## src/logic/sram_test_settings.svh

```systemverilog
// ####################
// size settings for the memory test datapath
// chip count, shared data, address and mask widths
// ####################

`ifndef SRAM_TEST_SETTINGS_SVH
`define SRAM_TEST_SETTINGS_SVH

// number of srams in the bank
// one chip-select bit per chip on each port
`define SRAM_CHIPS 4

// shared data bus width
// narrow srams are zero-extended up to this
`define SRAM_DATA_W 32

// shared address width
// each sram only looks at its low bits
`define SRAM_ADDR_W 10

// byte write-mask bits on the read-write port
`define SRAM_MASK_W 4

`endif

```

## src/logic/sram_test_pkg.sv

```systemverilog
// ####################
// shared types of the memory test datapath
// test mode enum, port request structs
// per-sram output struct and the bank-wide array
// ####################

`include "sram_test_settings.svh"

package sram_test_pkg;

   // test mode select, same encoding as the mode pins
   typedef enum logic [1:0] {
      MODE_LA   = 2'b00,
      MODE_GPIO = 2'b01,
      MODE_WB   = 2'b10,
      MODE_RRAM = 2'b11
   } test_mode_e;

   // read-write port request, shared by every chip
   typedef struct packed {
      // active low, one per chip
      logic [`SRAM_CHIPS-1:0]  csb;
      // active low write enable
      logic                    web;
      logic [`SRAM_MASK_W-1:0] wmask;
      logic [`SRAM_ADDR_W-1:0] addr;
      logic [`SRAM_DATA_W-1:0] din;
   } rw_req_t;

   // read-only port request
   typedef struct packed {
      logic [`SRAM_CHIPS-1:0]  csb;
      logic [`SRAM_ADDR_W-1:0] addr;
   } rd_req_t;

   // both outputs of one sram, zero-extended
   typedef struct packed {
      logic [`SRAM_DATA_W-1:0] data0;
      logic [`SRAM_DATA_W-1:0] data1;
   } sram_dout_t;

   // one entry per chip, index = chip number
   typedef sram_dout_t [`SRAM_CHIPS-1:0] sram_dout_arr_t;

endpackage

```

## src/logic/capture_regs.sv

```systemverilog
// ####################
// capture stage for all sram outputs
// cleared by rstn or the soft reset
// ####################

`timescale 1ns/1ps

module capture_regs (
   input  logic                          clk,
   input  logic                          rstn,
   input  logic                          soft_rstn_i,
   input  sram_test_pkg::sram_dout_arr_t dout_i,
   output sram_test_pkg::sram_dout_arr_t capture_o
);

   // either reset source clears the whole array
   // otherwise sample both ports of every chip each cycle
   always_ff @(posedge clk) begin
      if (!rstn || !soft_rstn_i) begin
         capture_o <= '0;
      end else begin
         capture_o <= dout_i;
      end
   end

endmodule

```

## config.mk

```make
export PLATFORM = sky130hd
export DESIGN_NAME = capture_regs
export DESIGN_NICKNAME = d
export VERILOG_FILES = /design/src/logic/sram_test_pkg.sv /design/src/logic/capture_regs.sv
export VERILOG_INCLUDE_DIRS = /design/src /design/src/logic
export SDC_FILE = /design/constraint.sdc
export NUM_CORES = 1
export LEC_CHECK = 0
export BUFFER_PORTS_ARGS = -buffer_cell sky130_fd_sc_hd__buf_4
export CAP_MARGIN = 25
export CORE_AREA = 5 5 196 198
export DETAILED_ROUTE_END_ITERATION = 10
export DIE_AREA = 0 0 201 203
export GPL_ROUTABILITY_DRIVEN = 0
export PLACE_DENSITY = 0.51
export SLEW_MARGIN = 20
export SYNTH_ARGS = -nofsm -noshare
export SYNTH_HDL_FRONTEND = slang
export SYNTH_SLANG_ARGS = --single-unit
```

## constraint.sdc

```tcl
create_clock -name clk -period 0.8 [get_ports clk]
set_clock_uncertainty 0.1 [all_clocks]
set_input_delay 0.16 -clock clk [delete_from_list [all_inputs] [get_ports clk]]
set_output_delay 0.16 -clock clk [all_outputs]
set_load 0.01 [all_outputs]
```

# == Word level (Yosys, flattened, before mapping) ==
# Index checks and enable logic that the tools add are counted.
# classes
n_reduce_logical,3
# op_table
operator,count
logical NOT 1 bit,2
logical OR 1 bit,1
# totals
register_bits,256
wordCells,11
output_inout_bits,256
inputBits,259

# == Longest topological paths before layout ==
# depth
word_depth,2
ltp_mapped,3
ltp_nobuf,1

# == Worst setup path after synthesis ==
# No wires, ideal clock.
# synth_timing
kind,input to register
start,input soft_rstn_i
end,register capture_o[0] (netlist bit)
setup_slack_ns,0.015
arrival_ns,0.569
required_ns,0.584
n_path_buf,2
setup_time_ns,0.116
stages,3
path_cell_list,buf_2 buf_2 and3_1
# synth_between
elab_chain_len,2
# synth_rtl
item,line,text
from (decl),capture_regs.sv:11,"input logic soft_rstn_i,"
logical NOT 1 bit,capture_regs.sv:19,if (!rstn || !soft_rstn_i) begin
logical OR 1 bit,capture_regs.sv:19,
to (signal assigned),capture_regs.sv:22,capture_o <= dout_i;
to (decl),capture_regs.sv:13,output sram_test_pkg::sram_dout_arr_t capture_o
# Every way passes these cells.
# A chain may end at the register's enable or synchronous reset.

# == Worst setup path in the final report ==
# layout_timing
start,register capture_o[117] (netlist bit)
end,output capture_o[117] (netlist bit)
# No word-level cell between the ends.

==> out/results.txt <==
Nets@finish = 1591
Sink Count = 256
Port Buffer Count = 514
Pleak = 8.11 nW
Syn Inst Count = 568
CP Max Fanout = 1
Total track usage = 0.152
Biggest register = capture_o
Multi-input gate area = 1600 sq um
Cts bufs inserted = 28
Tcrit/Tclk final = 1.59
IR drop worst, VDD = 1.48 mV
Flip-flop and latch area = 5440 sq um
Antenna Violating Nets Remaining = 0
H-tree depth = 1
Sequential area share after synthesis = 0.716
Clock network power share = 0.423
TritonCTS clock tree = done
Cell area after layout = 16200 sq um
Synth Register Bits = 256
Antenna diodes = 0
Max_cap viols = 0
CORE AREA = 36300 sq um
Worst Path Required = 540 ps
Vias in the first global route = 8179
Worst-path clk slew = 60 ps
Hold WS = 5.31 ps
Distinct cells, synth = 7
HP Class = input pin to register
WP data arrival = 1010 ps
Share of post-route cells with drive strength above 1 = 0.616
Pwr per Cell Area = 1920 nW/um^2
Synth Net Count = 827
Dpl cells = 1512
Die Footprint = 40800 sq um
Worst Setup Start Kind = register
Worst rel slew slack = 0.800
Placed Area = 11400 sq um
WP depth = 1
Unrepaired setup endpoints after global routing = true
Critical path, cell by cell = buf_6
Iter 0 DRT Violations = 286
Int Pwr = 24.2 mW
Slew Limit Fails = 0
Post-route DRC = 0
Top Family by Delay on Critical Path = flip-flops
Comb pwr share = 0.139
Layout area overhead = 126%
Max FFs per register = 256
Chip width = 201 um
Drt total wl = 32500 um
Total congestion overflow = 0
Vias per std cell = 3.95
Sw power = 6.93 mW
Area leader, netlist = dfxtp_1
Total power draw = 31.1 mW
Initial antenna violation count = 0
Status = complete, but fails checks
Top cell type's share of synthesized area = 0.716
Setup Crit Path Kind = register to output pin
Ranking of synthesized cells by area = dfxtp_1 72%, and3_1 22%, buf_6 3.6%, buf_2 1.9%, buf_4 0.31%
Violated checks = setup timing
WP buf/inv = 1
Wire per inst = 17.9 um
I/O pins = 515
Max incr delay on CP = 360 ps
Critical Path Source = capture_o[117]
Sw frac = 0.223
Setup violations, final = 268
Max clock buf depth = 3
Fillers = 3193
Max stage delay cell, worst path = dfxtp_2
Row count = 70
Critical path destination = capture_o[117]
Count of warnings emitted by yosys = 0
Clock root cell = clkbuf_16
Fmax = 785 MHz
Slew @ Worst Pin = 300 ps
Final min period = 1270 ps
Die Height = 203 um
Final Hold Vio Count = 0
Vias post-DR = 7191
Initial Utilization = 0.197
Crit. End Element = output pin
Largest registers = capture_o: 256 flops
Final Non-Filler Cells = 1820
Largest net degree at the start of global routing = 79
Syn_area_per_cell = 12.6 sq um
Setup Buffers After CTS = 0
Area of the mapped netlist = 7160 sq um
PnR worst setup slack = -474 ps
Post-detail-place hpwl = 20800 um
First-pass GRT wire length = 49600 um
Flop pwr share = 0.438
Detailed Routing Iterations Pass 1 = 4
Final setup TNS = -111150 ps
==> Yosys cell counts (all sizes together) <==
| library cell | instances |
|---|---|
| dfxtp | 256 |
| and3 | 256 |
| buf | 53 |
| clkbuf | 3 |
==> power groups by stage <==
stage,clock network [mW],registers (mW),logic [mW]
after floorplan,0,14.0,0.672
after global placement,0,13.7,2.89
after detailed placement,0,13.7,2.91
after CTS,13.6,13.6,4.28
after global routing,14.1,13.7,4.59
final,13.2,13.6,4.31
==> layout make-up <==
cell class,instances,area share
multi-input cells,256,0.0989
flip-flops and latches,256,0.336
well taps,468,0.0362
repair buffers,790,0.470
clock inverters,11,0.00680
clock buffers,39,0.0521
==> cell usage in the layout, fill, tap and decap left out <==
cell             n
bufinv_16        2
and3_1         256
buf_12           5
buf_4          269
clkinv_2         7
buf_6          258
dfxtp_2        253
dfxtp_1          3
dlygate4sd3_1  258
clkbuf_16       29
clkinvlp_4       2
clkbuf_8         8
clkbuf_1         2
==> cells by family after synthesis <==
logic type             share of synthesized area
buffers and inverters                     0.0600
flip-flops                                 0.716
AND/OR/NAND/NOR                            0.224
==> through the flow <==
| stage | setup slack (ps) | util |
|---|---|---|
| 2_1_floorplan | 15.2 | - |
| 3_3_place_gp | -234 | 0.313 |
| 3_5_place_dp | -260 | 0.313 |
| 4_1_cts | -516 | 0.443 |
| 5_1_grt | -518 | 0.445 |
| 6_report | -474 | 0.445 |
==> repair_timing <==
item | in CTS | in global routing
hold endpoints to repair | 256 | 12
resized for setup | 443 | 66
hold buffers | 258 | 2
setup endpoints to repair | 256 | 287
pin swaps | 0 | 0
==> per-layer routing <==
metal  vias up  routed length (um)  track usage
li1       3461                   -            -
met2       318               17200        0.283
met1      3345               12000        0.166
met4         0                 954       0.0521
met3        67                2370       0.0446
met5         -                   0            0
==> how the worst min path moves through the flow <==
stage	startpoint	to	slack (ps)	cells after the start
after global placement	dout_i[169]	capture_o[169]	300	2
after detailed placement	dout_i[47]	capture_o[47]	300	2
after CTS	soft_rstn_i	capture_o[246]	-20	3
after global routing	soft_rstn_i	capture_o[191]	-20	3
final	soft_rstn_i	capture_o[191]	5	3
after floorplan	dout_i[0]	capture_o[0]	220	1
No activity file was read; power rests on OpenSTA's default activity.
